$ cat src/cnn_pkg.sv
package cnn_pkg;

    // basic widths
    typedef logic [7:0]  byte_t;      // feature, weight, bias or apb data byte
    typedef logic [9:0]  mem_addr_t;  // byte index into the layer memory
    typedef logic [23:0] acc_t;       // class score, room for 256 products plus bias
    typedef logic [3:0]  class_t;     // class index
    typedef logic [11:0] apb_addr_t;  // apb byte address

    // default layer size, the top level hands these down
    localparam int DEF_N_IN    = 49;
    localparam int DEF_N_CLASS = 10;

    // register map above the memory window
    localparam apb_addr_t CTRL_ADDR   = 12'h400;  // bit 0 starts a run
    localparam apb_addr_t STATUS_ADDR = 12'h404;  // busy, valid, answer

    // one write into the layer memory
    typedef struct packed {
        logic      en;
        mem_addr_t addr;
        byte_t     data;
    } mem_wr_t;

    // memory layout, in bytes:
    //   features  at 0 .. N_IN-1
    //   weights   at N_IN + c*N_IN + i
    //   biases    at N_IN*(1+N_CLASS) + c
    // each module works out its own bases from N_IN and N_CLASS

    // dense classifier sequencing
    //   IDLE     waiting for start
    //   MAC      one feature x weight per cycle
    //   BIAS     last product lands, bias address goes out
    //   COMPARE  score = acc + bias, running max update
    //   DONE     answer held with valid
    typedef enum logic [2:0] {
        IDLE,
        MAC,
        BIAS,
        COMPARE,
        DONE
    } cls_state_t;

endpackage

$ cat src/apb_frontend.sv
module apb_frontend #(
    parameter int N_IN    = 49,
    parameter int N_CLASS = 10
) (
    input  logic               clk,
    input  logic               reset,
    input  logic               psel,
    input  logic               penable,
    input  logic               pwrite,
    input  cnn_pkg::apb_addr_t paddr,
    input  logic [31:0]        pwdata,
    output logic [31:0]        prdata,
    output logic               pready,
    output logic               pslverr,
    input  logic               busy,
    input  logic               valid,
    input  cnn_pkg::class_t    answer,
    output cnn_pkg::mem_wr_t   mem_wr,
    output logic               start
);
    import cnn_pkg::*;

    // features, weights and biases
    localparam int        MEM_SIZE  = N_IN * (1 + N_CLASS) + N_CLASS;
    localparam apb_addr_t MEM_LIMIT = apb_addr_t'(MEM_SIZE);

    logic access;
    logic mem_wr_sel;
    logic ctrl_wr;
    logic status_rd;
    logic mapped;
    logic start_req;
    logic err;

    assign access = psel && penable;  // apb access phase

    // address decode
    assign mem_wr_sel = pwrite && (paddr < CTRL_ADDR);
    assign ctrl_wr    = pwrite && (paddr == CTRL_ADDR);
    assign status_rd  = !pwrite && (paddr == STATUS_ADDR);
    assign mapped     = mem_wr_sel || ctrl_wr || status_rd;
    assign start_req  = ctrl_wr && pwdata[0];

    // error rules, an errored transfer has no side effect
    always_comb begin
        err = 1'b0;
        if (!mapped) begin
            err = 1'b1;  // memory reads land here too
        end else if (mem_wr_sel && (paddr >= MEM_LIMIT || busy)) begin
            err = 1'b1;
        end else if (start_req && busy) begin
            err = 1'b1;  // no restart mid run
        end
    end

    // zero wait state slave
    assign pready  = 1'b1;
    assign pslverr = access && err;

    // memory write lands on the edge that closes the access phase
    always_comb begin
        mem_wr.en   = access && mem_wr_sel && !err;
        mem_wr.addr = paddr[9:0];
        mem_wr.data = pwdata[7:0];
    end

    // status word
    always_comb begin
        prdata = '0;
        if (status_rd) begin
            prdata[0]   = busy;
            prdata[1]   = valid;
            prdata[7:4] = answer;
        end
    end

    // start pulse, one cycle after the accepted access
    always_ff @(posedge clk or posedge reset) begin
        if (reset) begin
            start <= 1'b0;
        end else begin
            start <= access && start_req && !err;
        end
    end

    // apb protocol: access phase only inside a selected transfer
    a_penable_needs_psel: assert property (
        @(posedge clk) disable iff (reset) penable |-> psel
    ) else $error("penable high without psel");

endmodule

$ cat config.mk
export PLATFORM = sky130hd
export DESIGN_NAME = apb_frontend
export DESIGN_NICKNAME = d
export VERILOG_FILES = /design/src/cnn_pkg.sv /design/src/apb_frontend.sv
export SDC_FILE = /design/constraint.sdc
export NUM_CORES = 1
export LEC_CHECK = 0
export BUFFER_PORTS_ARGS = -buffer_cell sky130_fd_sc_hd__buf_4
export CORE_UTILIZATION = 26
export CTS_CLUSTER_DIAMETER = 60
export CTS_CLUSTER_SIZE = 14
export DETAILED_ROUTE_END_ITERATION = 8
export GPL_ROUTABILITY_DRIVEN = 0
export HOLD_SLACK_MARGIN = 0.06
export MAX_ROUTING_LAYER = met4
export PLACE_DENSITY = 0.8
export SETUP_SLACK_MARGIN = 0.1
export SYNTH_ARGS = -nofsm -noshare
export SYNTH_HDL_FRONTEND = slang
export SYNTH_SLANG_ARGS = --single-unit
$ cat constraint.sdc
create_clock -name clk -period 1.2 [get_ports clk]
set_clock_uncertainty 0.05 [all_clocks]
set_input_delay 0.06 -clock clk [delete_from_list [all_inputs] [get_ports clk]]
set_output_delay 0.06 -clock clk [all_outputs]
set_load 0.02 [all_outputs]
==> impl_metrics.tcl <==
set metrics [dict create \
    slew_violations 0 \
    outcome "finished with violations" \
    postLayoutCoreUtil_pct 40.3 \
    fp.dieW_um 50.1 \
    finalNonFillerCells 143 \
    die_height_um 50.1 \
    ys_seq_elements 1 \
    pwr_density_cell_nw_per_um2 364 \
    dr.pass1.iters 6 \
    multi_input_area_um2 380 \
    drive_gt1_share_pct 58.3 \
    finalCriticalPeriod_ns 1.40 \
    grt_max_degree 7 \
    fin_crit_sh_pct 116 \
    fill_cells 232 \
    wirelength_mm 1.39 \
    syn_area_per_cell_um2 7.41 \
    top_register "start" \
    syn_area_um2 601 \
    groute.usage.overall_pct 11.1 \
    crit_type "input pin to primary output" \
    place_inst 140 \
    leakagePower_nw 0.456 \
    syn_to_final_growth_pct 46.9 \
    grt_overflow_total 0 \
    violations "negative setup slack" \
    core.rowCount 17 \
    yosysSeqAreaShare_pct 4.17 \
    route.vias.total 560 \
    core_region_area_um2 2190 \
    synth_top_family_by_area "buffers and inverters" \
    dpl.hpwl_mm 1.21 \
    grt_pass1_wl_mm 2.22 \
    crit_required_ns 1.09 \
    portBuffers 43 \
    grt_pass1_vias 501 \
    fin_ws_ns -0.197 \
    hold_viol 0 \
    ant_nets 0 \
    dp_slack_ns -0.250 \
    rsz0062_at_grt "yes" \
    wl_per_cell_um 9.73 \
    synthXorXnorAreaFrac_pct 1.46 \
    drc_errors 0 \
    irDropWorstVdd_uv 176 \
    start_util_pct 27.4 \
    endpoint_kind "primary output" \
    die_area_um2 2510 \
    cp_max_fo 4 \
    yosys_warnings 0 \
    synth_compound_area_share_pct 8.75 \
    yosys.area.top_type "buf_4" \
    hold_class "input pin to primary output" \
    regArea_um2 25.0 \
    synthCells 81 \
    drt_iter0_drc 7 \
    reg.largest.list "start x1" \
    antenna_found_initial 0 \
    synth_top_area_share_pct 56.3 \
    critical_path.startpoint_type "input pin" \
    largest_register_ff_count 1 \
    arrival_ns 1.29 \
    yosys.area_share.simple_pct 27.5 \
    post_drt_via_cell_ratio 3.92 \
    synthMuxAreaShare_pct 0 \
    ys_types 29 \
    synthTopCellsByArea "buf_4 (56%), and2_1 (6.3%), dfrtp_1 (4.2%)" \
    synth_fa_ha_area_share_pct 0 \
    max_freq_mhz 716 \
    nNetsFinal 172 \
    top_level_ports 109 \
    cap_violations 0 \
    finalSetupViolCount 8 \
    n_antenna_cell 0 \
]
cells in the mapped netlist:
cell type	number
buf_4	45
and2_1	6
conb_1	2
nand3_1	2
o21ai_0	2
a21oi_1	1
a311oi_1	1
a31oi_1	1
and3_1	1
dfrtp_1	1
inv_1	1
nand2_1	1
nand2b_1	1
nand3_2	1
nand3b_1	1
nand4_1	1
nand4b_1	1
nor2_1	1
nor2b_1	1
nor3_1	1
nor3b_1	1
nor3b_2	1
nor4_1	1
nor4_4	1
o211ai_1	1
o21a_1	1
o31ai_1	1
or3_1	1
xnor2_1	1
worst max-delay path: stages:
cell      delay, ns
buf_8          0.10
nor4_4         0.30
nand3_2        0.17
or3_1          0.38
o211ai_1       0.10
buf_4          0.17
layout by cell type (no fill, tap or decap), types with 2 or more instances in the layout:
| master | n |
|---|---|
| conb_1 | 27 |
| nand3_1 | 2 |
| and2_4 | 4 |
| buf_6 | 6 |
| and2_2 | 2 |
| buf_4 | 46 |
stage by stage:
stage / TNS (ns) / total power [mW] / hold WS (ns) / instance area (um2)
finish: -1.12 / 0.321 / 0.0700 / 882
global route: -2.03 / 0.342 / 0.0700 / 882
CTS: -1.14 / 0.323 / 0.0702 / 886
detailed placement: -1.87 / 0.299 / -0.139 / 791
global placement: -1.76 / 0.293 / -0.144 / 791
floorplan: -0.00617 / 0.293 / -0.261 / 711
layer usage:
layer | up-vias | share of wire [%] | wire [um] | track usage (%)
met4 | 0 | 1.4 | 19 | 1.90
li1 | 267 | - | - | -
met2 | 42 | 54 | 756 | 21.1
met3 | 6 | 8.6 | 120 | 1.54
met1 | 245 | 36 | 494 | 12.2
met5 | - | 0 | 0 | -
kinds of logic (layout without fill, tap and decap cells):
group,count (synthesis),in the layout
other,2,27
and+or+nand+nor,23,23
buffers and inverters,46,55
xor gates and xnor gates,1,1
AOI/OAI and AO/OA,8,8
DFF,1,1
worst paths after layout:
check / from / end / slack, ns / cells past startpoint
setup / recovery: paddr[8] / pslverr / -0.20 / 6
hold / removal: pwdata[6] / mem_wr[6] / 0.07 / 0
min in group asynchronous: reset / start / 0.42 / 3
max in group asynchronous: reset / start / 0.59 / 3
where the power goes:
part           internal, mW  total (mW)  switching, mW
combinational         0.119       0.287          0.168
sequential           0.0343      0.0343   0.0000000871
clock                     0           0              0
layout make-up:
type / count / share of cell area, %
Timing Repair Buffer: 54 / 49.6
Multi-Input combinational cell: 59 / 43.1
Tap cell: 28 / 3.97
Sequential cell: 1 / 2.84
Inverter: 1 / 0.426
what timing repair did:
action                                  in CTS  in global routing
resized for setup                           18                  0
endpoints found under the setup margin       9                  9
pin swaps                                   11                  8
hold endpoints to repair                     1                  0
buffers inserted                             2                  2
hold buffers                                 1                  0
Power figures use the tool's default switching activity.
