==> src/cnn_pkg.sv <==
package cnn_pkg;

    // basic widths
    typedef logic [7:0]  byte_t;      // feature, weight, bias or apb data byte
    typedef logic [9:0]  mem_addr_t;  // byte index into the layer memory
    typedef logic [23:0] acc_t;       // class score, room for 256 products plus bias
    typedef logic [3:0]  class_t;     // class index
    typedef logic [11:0] apb_addr_t;  // apb byte address

    // default layer size, the top level hands these down
    localparam int DEF_N_IN    = 49;
    localparam int DEF_N_CLASS = 10;

    // register map above the memory window
    localparam apb_addr_t CTRL_ADDR   = 12'h400;  // bit 0 starts a run
    localparam apb_addr_t STATUS_ADDR = 12'h404;  // busy, valid, answer

    // one write into the layer memory
    typedef struct packed {
        logic      en;
        mem_addr_t addr;
        byte_t     data;
    } mem_wr_t;

    // memory layout, in bytes:
    //   features  at 0 .. N_IN-1
    //   weights   at N_IN + c*N_IN + i
    //   biases    at N_IN*(1+N_CLASS) + c
    // each module works out its own bases from N_IN and N_CLASS

    // dense classifier sequencing
    //   IDLE     waiting for start
    //   MAC      one feature x weight per cycle
    //   BIAS     last product lands, bias address goes out
    //   COMPARE  score = acc + bias, running max update
    //   DONE     answer held with valid
    typedef enum logic [2:0] {
        IDLE,
        MAC,
        BIAS,
        COMPARE,
        DONE
    } cls_state_t;

endpackage

==> src/dense_classifier.sv <==
module dense_classifier #(
    parameter int N_IN    = 49,
    parameter int N_CLASS = 10
) (
    input  logic               clk,
    input  logic               reset,
    input  logic               start,
    output cnn_pkg::mem_addr_t rd_addr_a,
    output cnn_pkg::mem_addr_t rd_addr_b,
    input  cnn_pkg::byte_t     rd_data_a,
    input  cnn_pkg::byte_t     rd_data_b,
    output logic               busy,
    output logic               valid,
    output cnn_pkg::class_t    answer
);
    import cnn_pkg::*;

    // address bases from the memory layout
    localparam mem_addr_t W_BASE     = mem_addr_t'(N_IN);
    localparam mem_addr_t B_BASE     = mem_addr_t'(N_IN * (1 + N_CLASS));
    localparam mem_addr_t LAST_IN    = mem_addr_t'(N_IN - 1);
    localparam class_t    LAST_CLASS = class_t'(N_CLASS - 1);

    cls_state_t  state;
    mem_addr_t   in_idx;     // feature index of the address going out
    mem_addr_t   w_addr;     // running weight address
    class_t      cls_idx;
    class_t      best_idx;
    acc_t        acc;
    acc_t        max_score;
    acc_t        score;
    logic        prod_vld;   // read data belongs to a MAC address
    logic [15:0] prod;
    logic        take;

    // read addresses, bias goes out on port b during BIAS
    assign rd_addr_a = in_idx;
    assign rd_addr_b = (state == BIAS) ? B_BASE + mem_addr_t'(cls_idx) : w_addr;

    assign prod  = rd_data_a * rd_data_b;
    assign score = acc + acc_t'(rd_data_b);  // bias data arrives in COMPARE

    // class 0 seeds the max, later classes need a strictly higher score
    assign take = (cls_idx == '0) || (score > max_score);

    assign busy  = (state == MAC) || (state == BIAS) || (state == COMPARE);
    assign valid = (state == DONE);

    // control
    always_ff @(posedge clk or posedge reset) begin
        if (reset) begin
            state    <= IDLE;
            in_idx   <= '0;
            w_addr   <= W_BASE;
            cls_idx  <= '0;
            prod_vld <= 1'b0;
            answer   <= '0;
        end else begin
            prod_vld <= (state == MAC);
            case (state)
                IDLE, DONE: begin
                    if (start) begin
                        state   <= MAC;
                        in_idx  <= '0;
                        w_addr  <= W_BASE;
                        cls_idx <= '0;
                    end
                end
                MAC: begin
                    in_idx <= in_idx + 1'b1;
                    w_addr <= w_addr + 1'b1;  // walks straight into the next class row
                    if (in_idx == LAST_IN) begin
                        state <= BIAS;
                    end
                end
                BIAS: begin
                    state <= COMPARE;
                end
                COMPARE: begin
                    in_idx <= '0;
                    if (cls_idx == LAST_CLASS) begin
                        state  <= DONE;
                        answer <= take ? cls_idx : best_idx;
                    end else begin
                        cls_idx <= cls_idx + 1'b1;
                        state   <= MAC;
                    end
                end
                default: begin
                    state <= IDLE;
                end
            endcase
        end
    end

    // datapath
    always_ff @(posedge clk) begin
        if (prod_vld) begin
            acc <= acc + acc_t'(prod);  // last product lands in BIAS
        end
        if (state == COMPARE) begin
            acc <= '0;
            if (take) begin
                max_score <= score;
                best_idx  <= cls_idx;
            end
        end else if ((state == IDLE || state == DONE) && start) begin
            acc <= '0;
        end
    end

    // result must name a real class
    a_answer_range: assert property (
        @(posedge clk) disable iff (reset) valid |-> (int'(answer) < N_CLASS)
    ) else $error("answer out of class range");

    a_valid_not_busy: assert property (
        @(posedge clk) disable iff (reset) !(valid && busy)
    ) else $error("valid and busy together");

endmodule

==> config.mk <==
export PLATFORM = sky130hd
export DESIGN_NAME = dense_classifier
export DESIGN_NICKNAME = d
export VERILOG_FILES = /design/src/cnn_pkg.sv /design/src/dense_classifier.sv
export SDC_FILE = /design/constraint.sdc
export NUM_CORES = 1
export LEC_CHECK = 0
export CORE_UTILIZATION = 40
export DETAILED_ROUTE_END_ITERATION = 6
export DONT_BUFFER_PORTS = 1
export GPL_ROUTABILITY_DRIVEN = 0
export GPL_TIMING_DRIVEN = 0
export PLACE_DENSITY = 0.66
export SKIP_LAST_GASP = 1
export SYNTH_ARGS = -nofsm -noshare
export SYNTH_HDL_FRONTEND = slang
export SYNTH_SLANG_ARGS = --single-unit
==> constraint.sdc <==
create_clock -name clk -period 6.7 [get_ports clk]
set_input_delay 0.67 -clock clk [delete_from_list [all_inputs] [get_ports clk]]
set_output_delay 0.67 -clock clk [all_outputs]
set_load 0.02 [all_outputs]
==> flow_metrics.env <==
export IMPL_fin_nets=1002
export IMPL_dp_hpwl_mm=12.1
export IMPL_fillers=1794
export IMPL_cpPeakStageDelay_ns=0.57
export IMPL_synth_avg_cell_area_um2=8.91
export IMPL_ff2ff_setup_slack_ns=1.43
export IMPL_grt_start_max_net_pins=33
export IMPL_fin_cells=1087
export IMPL_synth_edf_count=28
export IMPL_async_reset_ff_share_pct=38.1
export IMPL_violations="DRC"
export IMPL_via_count=5568
export IMPL_clockBufferDepth=2
export IMPL_p_total_w=0.00431
export IMPL_netlist_area_um2=7490
export IMPL_skew_ns=0.0104
export IMPL_htree_levels=3
export IMPL_critPathKind="in2reg"
export IMPL_dieArea_um2=19300
export IMPL_ioPinCount=45
export IMPL_cap_violations=0
export IMPL_cts_sinks=84
export IMPL_cts_root_buf="clkbuf_16"
export IMPL_std_cell_rows=49
export IMPL_grt_pass1_vias=5447
export IMPL_drt_iter0_drc=267
export IMPL_port_buffers=0
export IMPL_met3_usage_pct=3.28
export IMPL_drc=2
export IMPL_final_common_cell="inv_1"
export IMPL_n_antenna_cell=0
export IMPL_start_util_pct=41.3
export IMPL_status="complete, but fails checks"
export IMPL_hold_path_class="in2async"
export IMPL_cp_common_cell="o21ai_0"
export IMPL_period_share_pct=82.5
export IMPL_cts_setup_buffers=0
export IMPL_finalHoldViolCount=0
export IMPL_final_cell_mix="144 x inv_1, 79 x ha_1, 74 x nand2_1, 58 x nor2_1, 51 x fa_1"
export IMPL_ys_warn_count=0
export IMPL_synth_cell_type_count=58
export IMPL_cpMaxStageDelayCell="a211oi_1"
export IMPL_vias_per_cell=5.12
export IMPL_clkLatencyLatePin_ns=0.34
export IMPL_arrival_ns=5.57
export IMPL_first_pass_iters=7
export IMPL_gr_total_overflow=0
export IMPL_antenna_left=0
export IMPL_finalSetupViolations=0
export IMPL_die_x_um=139
export IMPL_synth_nets=989
export IMPL_ctsHoldBuffers=0
export IMPL_synthFlopType="dfrtp_1"
export IMPL_die_h_um=139
export IMPL_cts_tree="built"
export IMPL_drive_above_1_share_pct=3.96
export IMPL_areaGrowthSynthToFinish_pct=8.36
export IMPL_antenna_found_initial=0
export IMPL_maxSlewHeadroom_pct=49.7
export IMPL_ys_ff_latch=84
export IMPL_seq_area_frac_synth_pct=28.4
export IMPL_grt_setup_unrepaired="no"
export IMPL_path_cells="clkbuf_1 -> inv_1 -> fa_1 -> nor2b_1 -> o21ai_0 -> a21boi_1 -> o21ai_0 -> a21oi_1 -> nand3_1 -> xnor2_1 -> ha_1 -> nand4_2 -> nor4_4 -> nand2_1 -> a211oi_1 -> nor2_1 -> a21oi_2 -> buf_8"
export IMPL_timing_fmax_ghz=0.181
export IMPL_drv_slew=0
export IMPL_utilization_pct=44.7
export IMPL_peakVddDrop_v=0.000298
export IMPL_min_period_ns=5.53
export IMPL_routed_wl_mm=15.1
export IMPL_grtUsageTotal_pct=16.7
export IMPL_end_kind="flip-flop"
export IMPL_crit_fanout=16
export IMPL_p_leak_nw=3.92
export IMPL_wire_per_inst_um=13.9
export IMPL_synthCells=840
export IMPL_core_um2=18100
export IMPL_ctsResizeCount=0
export IMPL_grt_pass1_wl_mm=26.3
export IMPL_p_per_area_nw_per_um2=531
export IMPL_grt_use_met2_pct=27.2
export IMPL_crit_required_ns=6.74
export IMPL_dp_cells=1070
export IMPL_clk_pin_slew_ns=0.06
export IMPL_worstMarginPinSlew_ns=0.748
export IMPL_grt_use_met1_pct=22.9
export IMPL_cts_buffers=9
export IMPL_grt_busiest_layer="met2"
export IMPL_cp_start_kind="input port"
## registers in the layout, summed over array words and instances (netlist names)
signal,cells
state,3
acc,24
prod_vld,1
max_score,24
cls_idx,4
rd_addr_a,10
answer,4
w_addr,10
best_idx,4
## stage by stage
step / area [µm²] / hold slack (ns) / worst slack, ns / setup TNS (ns)
2_1_floorplan: 7490 / 0.436 / 1.15 / 0
3_5_place_dp: 7790 / 0.463 / 0.817 / 0
6_report: 8110 / 0.164 / 1.17 / 0
3_3_place_gp: 7770 / 0.456 / -0.349 / -8.33
4_1_cts: 8090 / 0.472 / 1.15 / 0
5_1_grt: 8110 / 0.177 / 0.580 / 0
## layout make-up
type                            instances  area [µm²]  share of cell area (%)
Inverter                              145         544                    6.71
Buffer                                 19        71.3                   0.879
Clock buffer                           11         233                    2.87
Tap cell                              229         287                    3.53
Timing Repair Buffer                    2        42.5                   0.524
Multi-Input combinational cell        592        4750                    58.5
Sequential cell                        84        2130                    26.2
Clock inverter                          5        60.1                   0.740
## metal layers
metal	vias up	share of wire [%]
met5	-	0
li1	2808	-
met4	0	1.1
met3	9	4.2
met2	89	46
met1	2662	49
## power by group
part           leakage, nW  switching (W)  internal [W]
clock                0.140       0.000203      0.000290
combinational         2.92        0.00165       0.00126
sequential           0.854       0.000184      0.000725
total                 3.92        0.00204       0.00227
## critical path, delay by kind of cell
kind	cells	cell delay, ns
AOI/OAI and AO/OA	6	2.08
and+or+nand+nor	6	1.09
adders and majority gates	2	0.81
buffers and inverters	3	0.70
xor gates and xnor gates	1	0.19
## cell families (layout without fill, tap and decap cells)
group	count (synthesis)	count (layout)	synth area share, %
mux	22	22	3.16
simple gates	274	274	18.4
compound gates	127	127	10.5
buf+inv	164	182	8.22
fa+ha+maj	130	130	26.8
xor+xnor	39	39	4.56
flops	84	84	28.4
## cells in the mapped netlist, drive strengths merged (3+ instances only)
| library cell | count | area (µm²) |
|---|---|---|
| a211oi | 4 | 30.0 |
| a21o | 9 | 67.6 |
| a21oi | 38 | 194 |
| a31oi | 6 | 37.5 |
| and2 | 44 | 275 |
| and3 | 11 | 68.8 |
| clkbuf | 19 | 71.3 |
| dfrtp | 29 | 726 |
| dfstp | 3 | 78.8 |
| dfxtp | 24 | 480 |
| edfxtp | 28 | 841 |
| fa | 51 | 1020 |
| ha | 79 | 988 |
| inv | 145 | 544 |
| mux2 | 7 | 86.3 |
| mux2i | 15 | 150 |
| nand2 | 74 | 278 |
| nand2b | 6 | 37.5 |
| nand3 | 30 | 150 |
| nand4 | 15 | 100 |
| nor2 | 58 | 218 |
| nor2b | 5 | 31.3 |
| nor3 | 11 | 60.1 |
| nor3b | 3 | 22.5 |
| nor4 | 3 | 33.8 |
| o21a | 5 | 37.5 |
| o21ai | 38 | 190 |
| o21bai | 3 | 22.5 |
| o31ai | 5 | 37.5 |
| or3 | 8 | 50.1 |
| xnor2 | 31 | 272 |
| xor2 | 8 | 70.1 |
## path summary, 6_finish.rpt
check	startpoint	end	depth (start not counted)
setup reg to reg	acc[0]	max_score[0]	18
hold / removal	reset	rd_addr_a[1]	1
min in group clk	w_addr[9]	w_addr[9]	1
hold reg to reg	w_addr[9]	w_addr[9]	1
setup / recovery	rd_data_b[1]	max_score[0]	18
max in group asynchronous	reset	w_addr[4]	2
No activity file was read; power rests on OpenSTA's default activity.
